**config.mk**
```make
export PLATFORM = sky130hd
export DESIGN_NAME = fetch_top
export DESIGN_NICKNAME = d
export VERILOG_FILES = /design/src/source/fetch_pkg.sv /design/src/source/fetch_line_if.sv /design/src/source/fetch_addr_gen.sv /design/src/source/fetch_line_queue.sv /design/src/source/fetch_byte_window.sv /design/src/source/fetch_top.sv
export SDC_FILE = /design/constraint.sdc
export NUM_CORES = 2
export LEC_CHECK = 0
export ABC_CLOCK_PERIOD_IN_PS = 9000
export BUFFER_PORTS_ARGS = -buffer_cell sky130_fd_sc_hd__buf_2
export CORE_MARGIN = 8
export CORE_UTILIZATION = 50
export DETAILED_ROUTE_END_ITERATION = 7
export HOLD_SLACK_MARGIN = 0.03
export PLACE_DENSITY = 0.73
export RECOVER_POWER = 100
export SYNTH_ARGS = -nofsm -noshare
export SYNTH_HDL_FRONTEND = slang
export SYNTH_SLANG_ARGS = --single-unit
```
**constraint.sdc**
```tcl
create_clock -name clk -period 9 [get_ports clk]
set_input_delay 1.35 -clock clk [delete_from_list [all_inputs] [get_ports clk]]
set_output_delay 1.35 -clock clk [all_outputs]
set_load 0.1 [all_outputs]
```
**src/source/fetch_pkg.sv**
```systemverilog
// ########################################
// Fetch stage package
// Address, line and window types plus the
// segment to linear address helper
// ########################################

package fetch_pkg;

   // Linear address as seen by instruction memory
   typedef logic [31:0] addr_t;

   // Code segment register value
   typedef logic [15:0] seg_t;

   // One instruction memory line, 16 bytes, byte 0 in the low bits
   typedef logic [127:0] line_t;

   // Byte window handed to the decoder, 32 bytes
   typedef logic [255:0] window_t;

   // Valid bytes in the window, 0 to 32
   typedef logic [6:0] byte_cnt_t;

   // Bytes taken by the decoder in one transfer
   typedef logic [5:0] read_cnt_t;

   // Line geometry
   localparam int LINE_BYTES = 16;
   localparam int LINE_OFS_W = 4;

   // Real mode style translation, segment times 16 plus offset
   function automatic addr_t linear_addr(seg_t seg, addr_t ofs);
      addr_t seg_base;
      seg_base = {12'h000, seg, 4'h0};
      return seg_base + ofs;
   endfunction

   // Start of the line that holds the given address
   function automatic addr_t line_base(addr_t addr);
      return {addr[31:LINE_OFS_W], {LINE_OFS_W{1'b0}}};
   endfunction

endpackage

```
**src/source/fetch_line_if.sv**
```systemverilog
// ########################################
// Line queue head interface
// Two head lines from queue to byte window
// ########################################

`timescale 1ns/100ps

interface fetch_line_if;

   // Head lines present, 0, 1 or 2
   logic [1:0]       lines_avail;

   // Oldest line and the one after it
   fetch_pkg::line_t head_line;
   fetch_pkg::line_t next_line;

   // Head line fully consumed
   logic             pop;

   modport queue_mp (
      output lines_avail,
      output head_line,
      output next_line,
      input  pop
   );

   modport window_mp (
      input  lines_avail,
      input  head_line,
      input  next_line,
      output pop
   );

endinterface

```
**src/source/fetch_addr_gen.sv**
```systemverilog
// ########################################
// Fetch address generation
// Issues aligned line requests and tracks
// in-flight and stale memory responses
// ########################################

`timescale 1ns/100ps

module fetch_addr_gen #(
   parameter int QUEUE_DEPTH = 4
) (
   input  logic                         clk,
   input  logic                         arst_n_i,

   // Control
   input  logic                         flush_i,
   input  logic                         load_i,
   input  fetch_pkg::addr_t             load_addr_i,
   input  fetch_pkg::seg_t              cs_i,

   // Lines stored in the queue
   input  logic [$clog2(QUEUE_DEPTH):0] occupancy_i,

   // Memory request
   output logic                         imem_valid_o,
   input  logic                         imem_ready_i,
   output fetch_pkg::addr_t             imem_addr_o,

   // Memory response
   input  logic                         imem_rsp_valid_i,
   output logic                         rsp_push_o
);

   localparam int CNT_W  = $clog2(QUEUE_DEPTH) + 1;
   // Stale responses can pile up over back to back reloads
   localparam int DROP_W = CNT_W + 4;

   logic                fetch_en;
   logic [CNT_W-1:0]    inflight;
   logic [DROP_W-1:0]   drop_cnt;
   logic [CNT_W:0]      reserved;
   fetch_pkg::addr_t    req_addr;
   fetch_pkg::addr_t    lin_addr;
   logic                req_fire;
   logic                dropping;
   logic                restart;

   assign lin_addr = fetch_pkg::linear_addr(cs_i, load_addr_i);
   assign restart  = flush_i || load_i;

   // Queue slots already taken or promised to a pending response
   assign reserved = occupancy_i + inflight;

   assign imem_valid_o = fetch_en && (reserved < (CNT_W+1)'(QUEUE_DEPTH));
   assign imem_addr_o  = req_addr;
   assign req_fire     = imem_valid_o && imem_ready_i;

   // Responses are in order, so the stale ones come first
   assign dropping   = (drop_cnt != '0);
   assign rsp_push_o = imem_rsp_valid_i && !dropping;

   always_ff @(posedge clk or negedge arst_n_i) begin
      if (!arst_n_i) begin
         fetch_en <= 1'b0;
         inflight <= '0;
         drop_cnt <= '0;
      end else begin
         if (load_i) begin
            fetch_en <= 1'b1;
         end else if (flush_i) begin
            fetch_en <= 1'b0;
         end

         if (restart) begin
            // All requests still out at memory turn stale,
            // including one accepted on this very edge
            drop_cnt <= drop_cnt + DROP_W'(inflight) + DROP_W'(req_fire)
                        - DROP_W'(imem_rsp_valid_i);
            inflight <= '0;
         end else begin
            drop_cnt <= drop_cnt - DROP_W'(imem_rsp_valid_i && dropping);
            inflight <= inflight + CNT_W'(req_fire) - CNT_W'(rsp_push_o);
         end
      end
   end

   // Next line to request
   always_ff @(posedge clk) begin
      if (load_i) begin
         req_addr <= fetch_pkg::line_base(lin_addr);
      end else if (req_fire) begin
         req_addr <= req_addr + fetch_pkg::addr_t'(fetch_pkg::LINE_BYTES);
      end
   end

endmodule

```
**src/source/fetch_line_queue.sv**
```systemverilog
// ########################################
// Instruction line queue
// FIFO of returned lines, shows two heads
// ########################################

`timescale 1ns/100ps

module fetch_line_queue #(
   parameter int QUEUE_DEPTH = 4
) (
   input  logic                         clk,
   input  logic                         arst_n_i,

   // Control
   input  logic                         flush_i,
   input  logic                         load_i,

   // Kept memory responses
   input  logic                         rsp_push_i,
   input  fetch_pkg::line_t             rsp_data_i,

   // Lines stored
   output logic [$clog2(QUEUE_DEPTH):0] occupancy_o,

   // Head lines towards the byte window
   fetch_line_if.queue_mp               lines
);

   localparam int PTR_W = $clog2(QUEUE_DEPTH);
   localparam int CNT_W = PTR_W + 1;

   fetch_pkg::line_t   mem [QUEUE_DEPTH];
   logic [PTR_W-1:0]   rd_ptr;
   logic [PTR_W-1:0]   wr_ptr;
   logic [PTR_W-1:0]   next_ptr;
   logic [CNT_W-1:0]   count;
   logic               clear;
   logic               push;
   logic               pop;

   assign clear = flush_i || load_i;

   // Space was reserved when the request went out, so no full check
   assign push = rsp_push_i && !clear;
   assign pop  = lines.pop && !clear;

   always_ff @(posedge clk or negedge arst_n_i) begin
      if (!arst_n_i) begin
         rd_ptr <= '0;
         wr_ptr <= '0;
         count  <= '0;
      end else if (clear) begin
         rd_ptr <= '0;
         wr_ptr <= '0;
         count  <= '0;
      end else begin
         if (push) begin
            wr_ptr <= wr_ptr + 1'b1;
         end
         if (pop) begin
            rd_ptr <= rd_ptr + 1'b1;
         end
         count <= count + CNT_W'(push) - CNT_W'(pop);
      end
   end

   // Line storage
   always_ff @(posedge clk) begin
      if (push) begin
         mem[wr_ptr] <= rsp_data_i;
      end
   end

   // Pointer wraps with the power of two depth
   assign next_ptr = rd_ptr + 1'b1;

   assign lines.head_line = mem[rd_ptr];
   assign lines.next_line = mem[next_ptr];

   // Only the two oldest lines matter to the window
   assign lines.lines_avail = (count >= CNT_W'(2)) ? 2'd2 : count[1:0];

   assign occupancy_o = count;

endmodule

```
**src/source/fetch_byte_window.sv**
```systemverilog
// ########################################
// Fetch byte window
// Aligns 32 bytes from the fetch pointer
// and tracks the linear fetch address
// ########################################

`timescale 1ns/100ps

module fetch_byte_window (
   input  logic                  clk,
   input  logic                  arst_n_i,

   // Control
   input  logic                  flush_i,
   input  logic                  load_i,
   input  fetch_pkg::addr_t      load_addr_i,
   input  fetch_pkg::seg_t       cs_i,

   // Head lines from the queue
   fetch_line_if.window_mp       lines,

   // Pipestage
   output logic                  f_valid_o,
   input  logic                  f_ready_i,
   input  fetch_pkg::read_cnt_t  f_bytes_read_i,
   output fetch_pkg::byte_cnt_t  f_valid_bytes_o,
   output fetch_pkg::window_t    f_instr_o,
   output fetch_pkg::addr_t      f_pc_o
);

   localparam int LOW_W = fetch_pkg::LINE_OFS_W;

   logic [LOW_W-1:0]                        ptr;
   logic [$bits(fetch_pkg::read_cnt_t):0]   ptr_sum;
   fetch_pkg::addr_t                        pc;
   fetch_pkg::addr_t                        lin_addr;
   fetch_pkg::byte_cnt_t                    head_bytes;
   logic                                    advance;

   assign lin_addr = fetch_pkg::linear_addr(cs_i, load_addr_i);

   // Window is live as soon as the line with the fetch byte is in
   assign f_valid_o = (lines.lines_avail != 2'd0);

   // Two lines at most, so the count never exceeds 32
   assign head_bytes = fetch_pkg::byte_cnt_t'({lines.lines_avail, {LOW_W{1'b0}}});
   assign f_valid_bytes_o = f_valid_o ? head_bytes - fetch_pkg::byte_cnt_t'(ptr) : '0;

   // Byte ptr of the head line lands on window byte 0
   assign f_instr_o = {lines.next_line, lines.head_line} >> {ptr, 3'b000};

   assign f_pc_o = pc;

   // A restart on the same edge overrides the transfer
   assign advance = f_valid_o && f_ready_i && !flush_i && !load_i;
   assign ptr_sum = ptr + f_bytes_read_i;

   // Head line used up
   assign lines.pop = advance && (ptr_sum >= fetch_pkg::LINE_BYTES);

   always_ff @(posedge clk or negedge arst_n_i) begin
      if (!arst_n_i) begin
         ptr <= '0;
         pc  <= '0;
      end else if (load_i) begin
         ptr <= lin_addr[LOW_W-1:0];
         pc  <= lin_addr;
      end else if (advance) begin
         // Low bits wrap into the following line
         ptr <= ptr_sum[LOW_W-1:0];
         pc  <= pc + fetch_pkg::addr_t'(f_bytes_read_i);
      end
   end

endmodule

```
**src/source/fetch_top.sv**
```systemverilog
// ########################################
// Fetch stage top level
// Address generation, line queue and
// byte window around instruction memory
// ########################################

`timescale 1ns/100ps

module fetch_top #(
   parameter int QUEUE_DEPTH = 4
) (
   // Clock and reset
   input  logic                  clk,
   input  logic                  arst_n_i,

   // Control
   input  logic                  flush_i,
   input  logic                  load_i,
   input  fetch_pkg::addr_t      load_addr_i,

   // Code segment
   input  fetch_pkg::seg_t       cs_i,

   // Instruction memory request
   output logic                  imem_valid_o,
   input  logic                  imem_ready_i,
   output fetch_pkg::addr_t      imem_addr_o,

   // Instruction memory response
   input  logic                  imem_rsp_valid_i,
   output logic                  imem_rsp_ready_o,
   input  fetch_pkg::line_t      imem_rsp_data_i,

   // Pipestage
   output logic                  f_valid_o,
   input  logic                  f_ready_i,
   input  fetch_pkg::read_cnt_t  f_bytes_read_i,
   output fetch_pkg::byte_cnt_t  f_valid_bytes_o,
   output fetch_pkg::window_t    f_instr_o,
   output fetch_pkg::addr_t      f_pc_o
);

   logic [$clog2(QUEUE_DEPTH):0] occupancy;
   logic                         rsp_push;

   fetch_line_if lines_if ();

   // Queue space is reserved at request time
   assign imem_rsp_ready_o = 1'b1;

   fetch_addr_gen #(
      .QUEUE_DEPTH      (QUEUE_DEPTH)
   ) u_addr_gen (
      .clk              (clk),
      .arst_n_i         (arst_n_i),
      .flush_i          (flush_i),
      .load_i           (load_i),
      .load_addr_i      (load_addr_i),
      .cs_i             (cs_i),
      .occupancy_i      (occupancy),
      .imem_valid_o     (imem_valid_o),
      .imem_ready_i     (imem_ready_i),
      .imem_addr_o      (imem_addr_o),
      .imem_rsp_valid_i (imem_rsp_valid_i),
      .rsp_push_o       (rsp_push)
   );

   fetch_line_queue #(
      .QUEUE_DEPTH      (QUEUE_DEPTH)
   ) u_line_queue (
      .clk              (clk),
      .arst_n_i         (arst_n_i),
      .flush_i          (flush_i),
      .load_i           (load_i),
      .rsp_push_i       (rsp_push),
      .rsp_data_i       (imem_rsp_data_i),
      .occupancy_o      (occupancy),
      .lines            (lines_if)
   );

   fetch_byte_window u_byte_window (
      .clk              (clk),
      .arst_n_i         (arst_n_i),
      .flush_i          (flush_i),
      .load_i           (load_i),
      .load_addr_i      (load_addr_i),
      .cs_i             (cs_i),
      .lines            (lines_if),
      .f_valid_o        (f_valid_o),
      .f_ready_i        (f_ready_i),
      .f_bytes_read_i   (f_bytes_read_i),
      .f_valid_bytes_o  (f_valid_bytes_o),
      .f_instr_o        (f_instr_o),
      .f_pc_o           (f_pc_o)
   );

endmodule

```
# --- After elaboration in Yosys (flattened, before gate mapping) ---
# Memory sizes are Yosys's and may differ from the RTL's.
# Index checks and enable logic that the tools add are counted.
word_totals:
  register_bits: 86
  ram_bits: 512
  out_inout_bits: 330
  elab_cells: 72
  n_memories: 1
mem_list:
  columns: ["name", "words", "word_bits", "read_ports", "rd_ports_with_merged_regs", "wr", "line", "text"]
  rows:
  - ["u_line_queue.mem", 4, 128, 2, 0, 1, "fetch_line_queue.sv:32", "fetch_pkg::line_t mem [QUEUE_DEPTH];"]
op_classes:
  n_addsub: 16
  order_cmp: 3
  shift: 1
  n_mux: 19
  n_reduce_logical: 22
ops:
  columns: ["op", "count"]
  rows:
  - ["256-bit by 7-bit right shift with 256-bit output", 1]
  - ["32-bit two-way mux", 4]
  - ["20-bit by 32-bit adder with 32-bit output", 1]
  - ["32-bit by 5-bit adder with 32-bit output (second input constant)", 1]
  - ["32-bit by 6-bit adder with 32-bit output", 1]
  - ["7-bit two-way mux", 2]
  - ["7-bit by 1-bit subtractor with 7-bit output", 2]
  - ["2-bit nonzero test", 6]
  - ["1-bit logical AND", 10]
  - ["2-bit two-way mux", 5]
  - ["4-bit two-way mux", 2]
  - ["4-bit by 6-bit adder with 7-bit output", 1]
  - ["7-bit by 1-bit adder with 7-bit output", 1]
  - ["7-bit by 3-bit adder with 7-bit output", 1]
  - ["7-bit by 5-bit >= comparator with 1-bit output (second input constant)", 1]
  - ["7-bit nonzero test", 1]
  - ["6-bit by 4-bit subtractor with 7-bit output", 1]
  - ["3-bit by 1-bit adder with 3-bit output", 2]
  - ["3-bit two-way mux", 2]
  - ["3-bit by 1-bit subtractor with 3-bit output", 2]
  - ["2-bit by 1-bit adder with 2-bit output (second input constant)", 2]
  - ["3-bit by 3-bit adder with 4-bit output", 1]
  - ["1-bit zero test", 4]
  - ["4-bit by 3-bit less-than comparator with 1-bit output (second input constant)", 1]
  - ["other kinds (3)", 6]

# --- Logic depth before layout (Yosys ltp) ---
logic_depth:
  word_depth: 10
  mapped_depth: 13
  mapped_depth_nobuf: 13

# --- Hierarchy ---
# A second synthesis with hierarchy kept.
unflattened:
  cells_unflattened: 3042
  hier_area_um2: 39965.8
modules_own_cells:
  columns: ["mod", "instances", "cells_each", "area_per_inst_um2", "seq_area_each_um2"]
  rows:
  - ["fetch_line_queue", 1, 871, 22481.6, 15549.9]
  - ["fetch_byte_window", 1, 1764, 13885.8, 900.9]
  - ["fetch_addr_gen", 1, 405, 3587.2, 1116.1]
  - ["fetch_top", 1, 2, 11.3, 0.0]

# --- Worst setup path before layout ---
# Ideal clock, no wire load.
synth_timing:
  path_kind: "register to output"
  start: "register u_byte_window.ptr[1]"
  end: "output f_valid_bytes_o[4]"
  t_arrival_ns: 4.120
  path_slack_ns: 3.530
  path_stages_with_launch: 9
  n_path_buf: 4
  path_cell_list: "dfrtp_1 > clkbuf_1 > inv_2 > clkbuf_1 > buf_1 > clkbuf_1 > ha_1 > nand3_1 > o21ai_0"
synth_via:
  elab_chain_len: 2
synth_rtl:
  columns: ["item", "line", "text"]
  rows:
  - ["start: declaration", "fetch_byte_window.sv:33", "logic [LOW_W-1:0] ptr;"]
  - ["start signal: assignment", "fetch_byte_window.sv:66", "ptr <= lin_addr[LOW_W-1:0];"]
  - ["start signal: assignment", "fetch_byte_window.sv:70", "ptr <= ptr_sum[LOW_W-1:0];"]
  - ["6-bit by 4-bit subtractor with 7-bit output", "fetch_byte_window.sv:47", "assign f_valid_bytes_o = f_valid_o ? head_bytes - fetch_pkg::byte_cnt_t'(ptr) : '0;"]
  - ["7-bit two-way mux", "fetch_byte_window.sv:47", null]
  - ["end: declaration", "fetch_top.sv:38", "output fetch_pkg::byte_cnt_t f_valid_bytes_o,"]
# No other way between the ends.

# --- Final worst setup path ---
layout_timing:
  start: "register u_byte_window.ptr[0]"
  end: "output f_instr_o[223]"
layout_via:
  elab_chain_len: 1
layout_rtl:
  columns: ["item", "line", "text"]
  rows:
  - ["256-bit by 7-bit right shift with 256-bit output", "fetch_byte_window.sv:50", "assign f_instr_o = {lines.next_line, lines.head_line} >> {ptr, 3'b000};"]
  - ["end: declaration", "fetch_top.sv:39", "output fetch_pkg::window_t f_instr_o,"]
# No other way between the ends.

==> flow_summary_export.csv <==
group,metric,value,unit
power_and_ir_drop,power_frac_clock,30.0,%
critical_path,regToRegStartpoint,"u_addr_gen.drop_cnt[4]",
outcome,outcome,"complete, but fails checks",
synth,ys_seq_elements,594,
sta,fin_crit,7845,ps
critical_path,cp_cell_sequence,"inv_8 > buf_12 > nor2_1 > nand2_1 > o21ai_0 > a21oi_1 > nor2_1 > clkbuf_1",
power_and_ir_drop,power.share.switching,43.86,%
sta,relSlewSlack,-164.5,%
critical_path,path_buf_inv,3,
clocking,cts_made_buffers,68,
critical_path,worstSetupPathType,"reg2out",
critical_path,worstSetupStartpointType,"register",
power_and_ir_drop,powerDensity,217.5,nW/µm²
hold_path,hp-start,"u_addr_gen.drop_cnt[6]",
synth,async_flop_share,9.091,%
finish,multi_input_area,19770,µm²
floorplanning,die_x,294.9,µm
grt,grt_remaining_overflow,0,
sta,hold_slack,483.7,ps
power_and_ir_drop,switching_power,4.170,mW
critical_path,worstPathArrival,6490,ps
synth,synthMuxAreaShare,23.71,%
synth,synth_edf_count,540,
grt,grt_pass1_wl,211800,µm
clocking,ctsResizeCount,0,
power_and_ir_drop,p_int,5.339,mW
finish,n_fill_cell,6786,
place,place_hpwl,110300,µm
detailed_routing,drt_iter0_drc,3999,
sta,finalSetupViolations,0,
detailed_routing,wirelength,148900,µm
sta,finalCritPeriodShare,87.16,%
floorplanning,io_pins,519,
clocking,clockBufferDepth,3,
sta,tightest_slew,3967,ps
job,maxCapViolCount,13,
sta,slew_viol_final,648,
detailed_routing,wl_met2,71860,µm
clocking,cts_tree,"yes",
critical_path,crit_fanout,144,
detailed_routing,ant_nets,0,
power_and_ir_drop,p_seq_share,33.5,%
synth,synth_top_area_cell,"edfxtp_1",
clocking,clock_latency,650,ps
floorplanning,start_util,50.36,%
critical_path,slowest_delay,2080,ps
sta,rsz0062_at_grt,"no",
synth,syn_area,38880,µm²
critical_path,crit_family,"buffers and inverters",
detailed_routing,vias,32503,
synth,synth_top_family_by_area,"multiplexers",
synth,syn_area_per_cell,10.83,µm²
critical_path,worst_setup_path_end_kind,"primary output",
power_and_ir_drop,total_power,9.509,mW
floorplanning,num_rows,102,
grt,track_usage,33.14,%
detailed_routing,drc,0,
critical_path,cp_common_cell,"nor2_1",
finish,register_area,17580,µm²
clocking,ctsHoldBuffers,0,
finish,drive_gt1_share,15.25,%
synth,synthFlopType,"edfxtp_1",
synth,synth_compound_area_share,9.705,%
critical_path,cp_data_required_time,7650,ps
power_and_ir_drop,power_frac_comb,36.5,%
detailed_routing,vias_per_cell,6.427,
sta,hold_violations,0,
place,io_buffer_count,512,
synth,synth-adder-area-share,2.034,%
floorplanning,die_y,294.9,µm
critical_path,slowest_stage,"dfrtp_1",
synth,synth_area_leaders,"edfxtp_1, mux4_2, nand2_1, mux2i_1, nor2_1",
detailed_routing,wl_met3,16040,µm
sta,fin_skew,40.17,ps
grt,grt_max_degree,176,
critical_path,critPathLaunch,"u_byte_window.ptr[0]",
sta,clock.fmax,0.1275,GHz
synth,synth_top_area_share,41.70,%
power_and_ir_drop,leakage,15.64,nW
synth,yosysUniqueCellTypes,71,
synth,synth_simple_gate_area_share,13.47,%
detailed_routing,top_layer,"met5",
floorplanning,fp.coreArea,77210,µm²
synth,synth_most_common_cell,"nand2_1",
detailed_routing,m1WireLength,49380,µm
synth,synthCells,3591,
clocking,path_clk_slew,70,ps
hold_path,hold_path_class,"reg2reg",
clocking,cts_setup_buffers,0,
place,gp_congestion,1.009,
power_and_ir_drop,vdd_drop_max,0.2442,mV
grt,antenna_found_initial,37,
floorplanning,dieArea,86950,µm²
synth,ys_top_cells_by_count,"nand2_1, edfxtp_1, nor2_1",
synth,synth_xor_area_share,1.870,%
outcome,violations,"capacitance limit, slew limit",
synth,seq_area_frac_synth,45.18,%
clocking,cts-root-buf,"clkbuf_16",
finish,fin_nets,4186,
sta,tns,0,ps
grt,first_global_vias,31309,
detailed_routing,wl_per_cell,29.45,µm
clocking,cts-htree-levels,3,
synth,yosys_warnings,0,
clocking,cts.sinks,594,
finish,area_growth,12.46,%
detailed_routing,dr.pass1.iters,7,
## worst reg2reg max path: stages, from the launching register on
cell and delay (ps):
dfrtp_1 410, inv_1 120, ha_1 180, nand2_1 60, nor4_1 290, nand2_1 230
nor2_1 340, and2_0 2880, clkbuf_2 1490
## power groups by stage
stage,Combinational (mW),Clock [mW],Sequential (mW)
after floorplan,2.43,0,3.47
after global placement,3.46,0,3.23
after detailed placement,3.47,0,3.23
after CTS,3.48,2.88,3.18
after global routing,3.60,2.97,3.19
final,3.47,2.85,3.18
## state kept, by name, indices dropped and copies added (netlist names)
register	cells
u_line_queue.mem	512
u_byte_window.f_pc_o	32
u_addr_gen.imem_addr_o	28
u_addr_gen.drop_cnt	7
u_byte_window.ptr	4
u_addr_gen.inflight	3
u_line_queue.occupancy_o	3
u_line_queue.rd_ptr	2
u_line_queue.wr_ptr	2
u_addr_gen.fetch_en	1
## through the flow
stage               std cells  util [%]  setup WS, ps  area, µm²
finish                   5057     56.63          1155      43730
global route             5048     56.60          1125      43700
CTS                      5033     57.27          2611      44220
detailed placement       4908     54.28          3327      41910
global placement         4908     54.28          3355      41910
floorplan                3595         -          3530      38900
## cell families (layout without fill, tap and decap cells)
family                     count (synthesis)  after routing
muxes                                    586            586
AOI/OAI and AO/OA                        636            636
adders and majority gates                 59             59
buffers and inverters                    349            747
and+or+nand+nor                         1282           1282
xor gates and xnor gates                  83             83
other                                      2             30
DFF                                      594            594
## final cells by class
class                      instances  area share, %
sequential                       594          40.21
inverter                          75         0.6782
multi-input combinational       2652          45.22
tap                             1040          2.976
clock inverter                    46          1.270
antenna                           24         0.1373
timing repair buffer             547          5.500
clock buffer                      79          4.009
## metal layers
layer,vias to the layer above,track usage (%)
li1,14008,-
met1,15932,37.26
met2,2069,55.23
met3,474,9.133
met4,20,21.68
met5,-,0
## cells in the final DEF (no fill, tap or decap), types with 16 or more instances in the layout
master and count:
mux2_2 69, buf_2 108, clkbuf_1 418, o22ai_1 33, a21o_1 17, nor2_1 391, mux4_2 259, buf_4 17
o21ai_1 20, nand3_1 39, dfrtp_1 50, and3_1 16, mux2i_1 256, o21a_1 17, inv_1 71, a211oi_1 26
o21ai_0 171, nand2_1 722, a21oi_1 216, diode_2 24, xor2_1 30, xnor2_1 53, a31oi_1 37, nor3_1 22
edfxtp_1 540, a311oi_1 16, ha_1 52, nand4_1 16, clkbuf_16 68
## path summary, 6_finish.rpt
path | end | slack [ps] | cells after the start
worst min-delay path | u_addr_gen.drop_cnt[6] | 480 | 1
worst min register to register | u_addr_gen.drop_cnt[6] | 480 | 1
worst max register to register | u_line_queue.mem[3][10] | 2580 | 8
min in group asynchronous | u_byte_window.f_pc_o[26] | 2000 | 2
worst max-delay path | f_instr_o[223] | 1160 | 8
max in group asynchronous | u_byte_window.ptr[1] | 4490 | 2
Power figures use the tool's default switching activity.
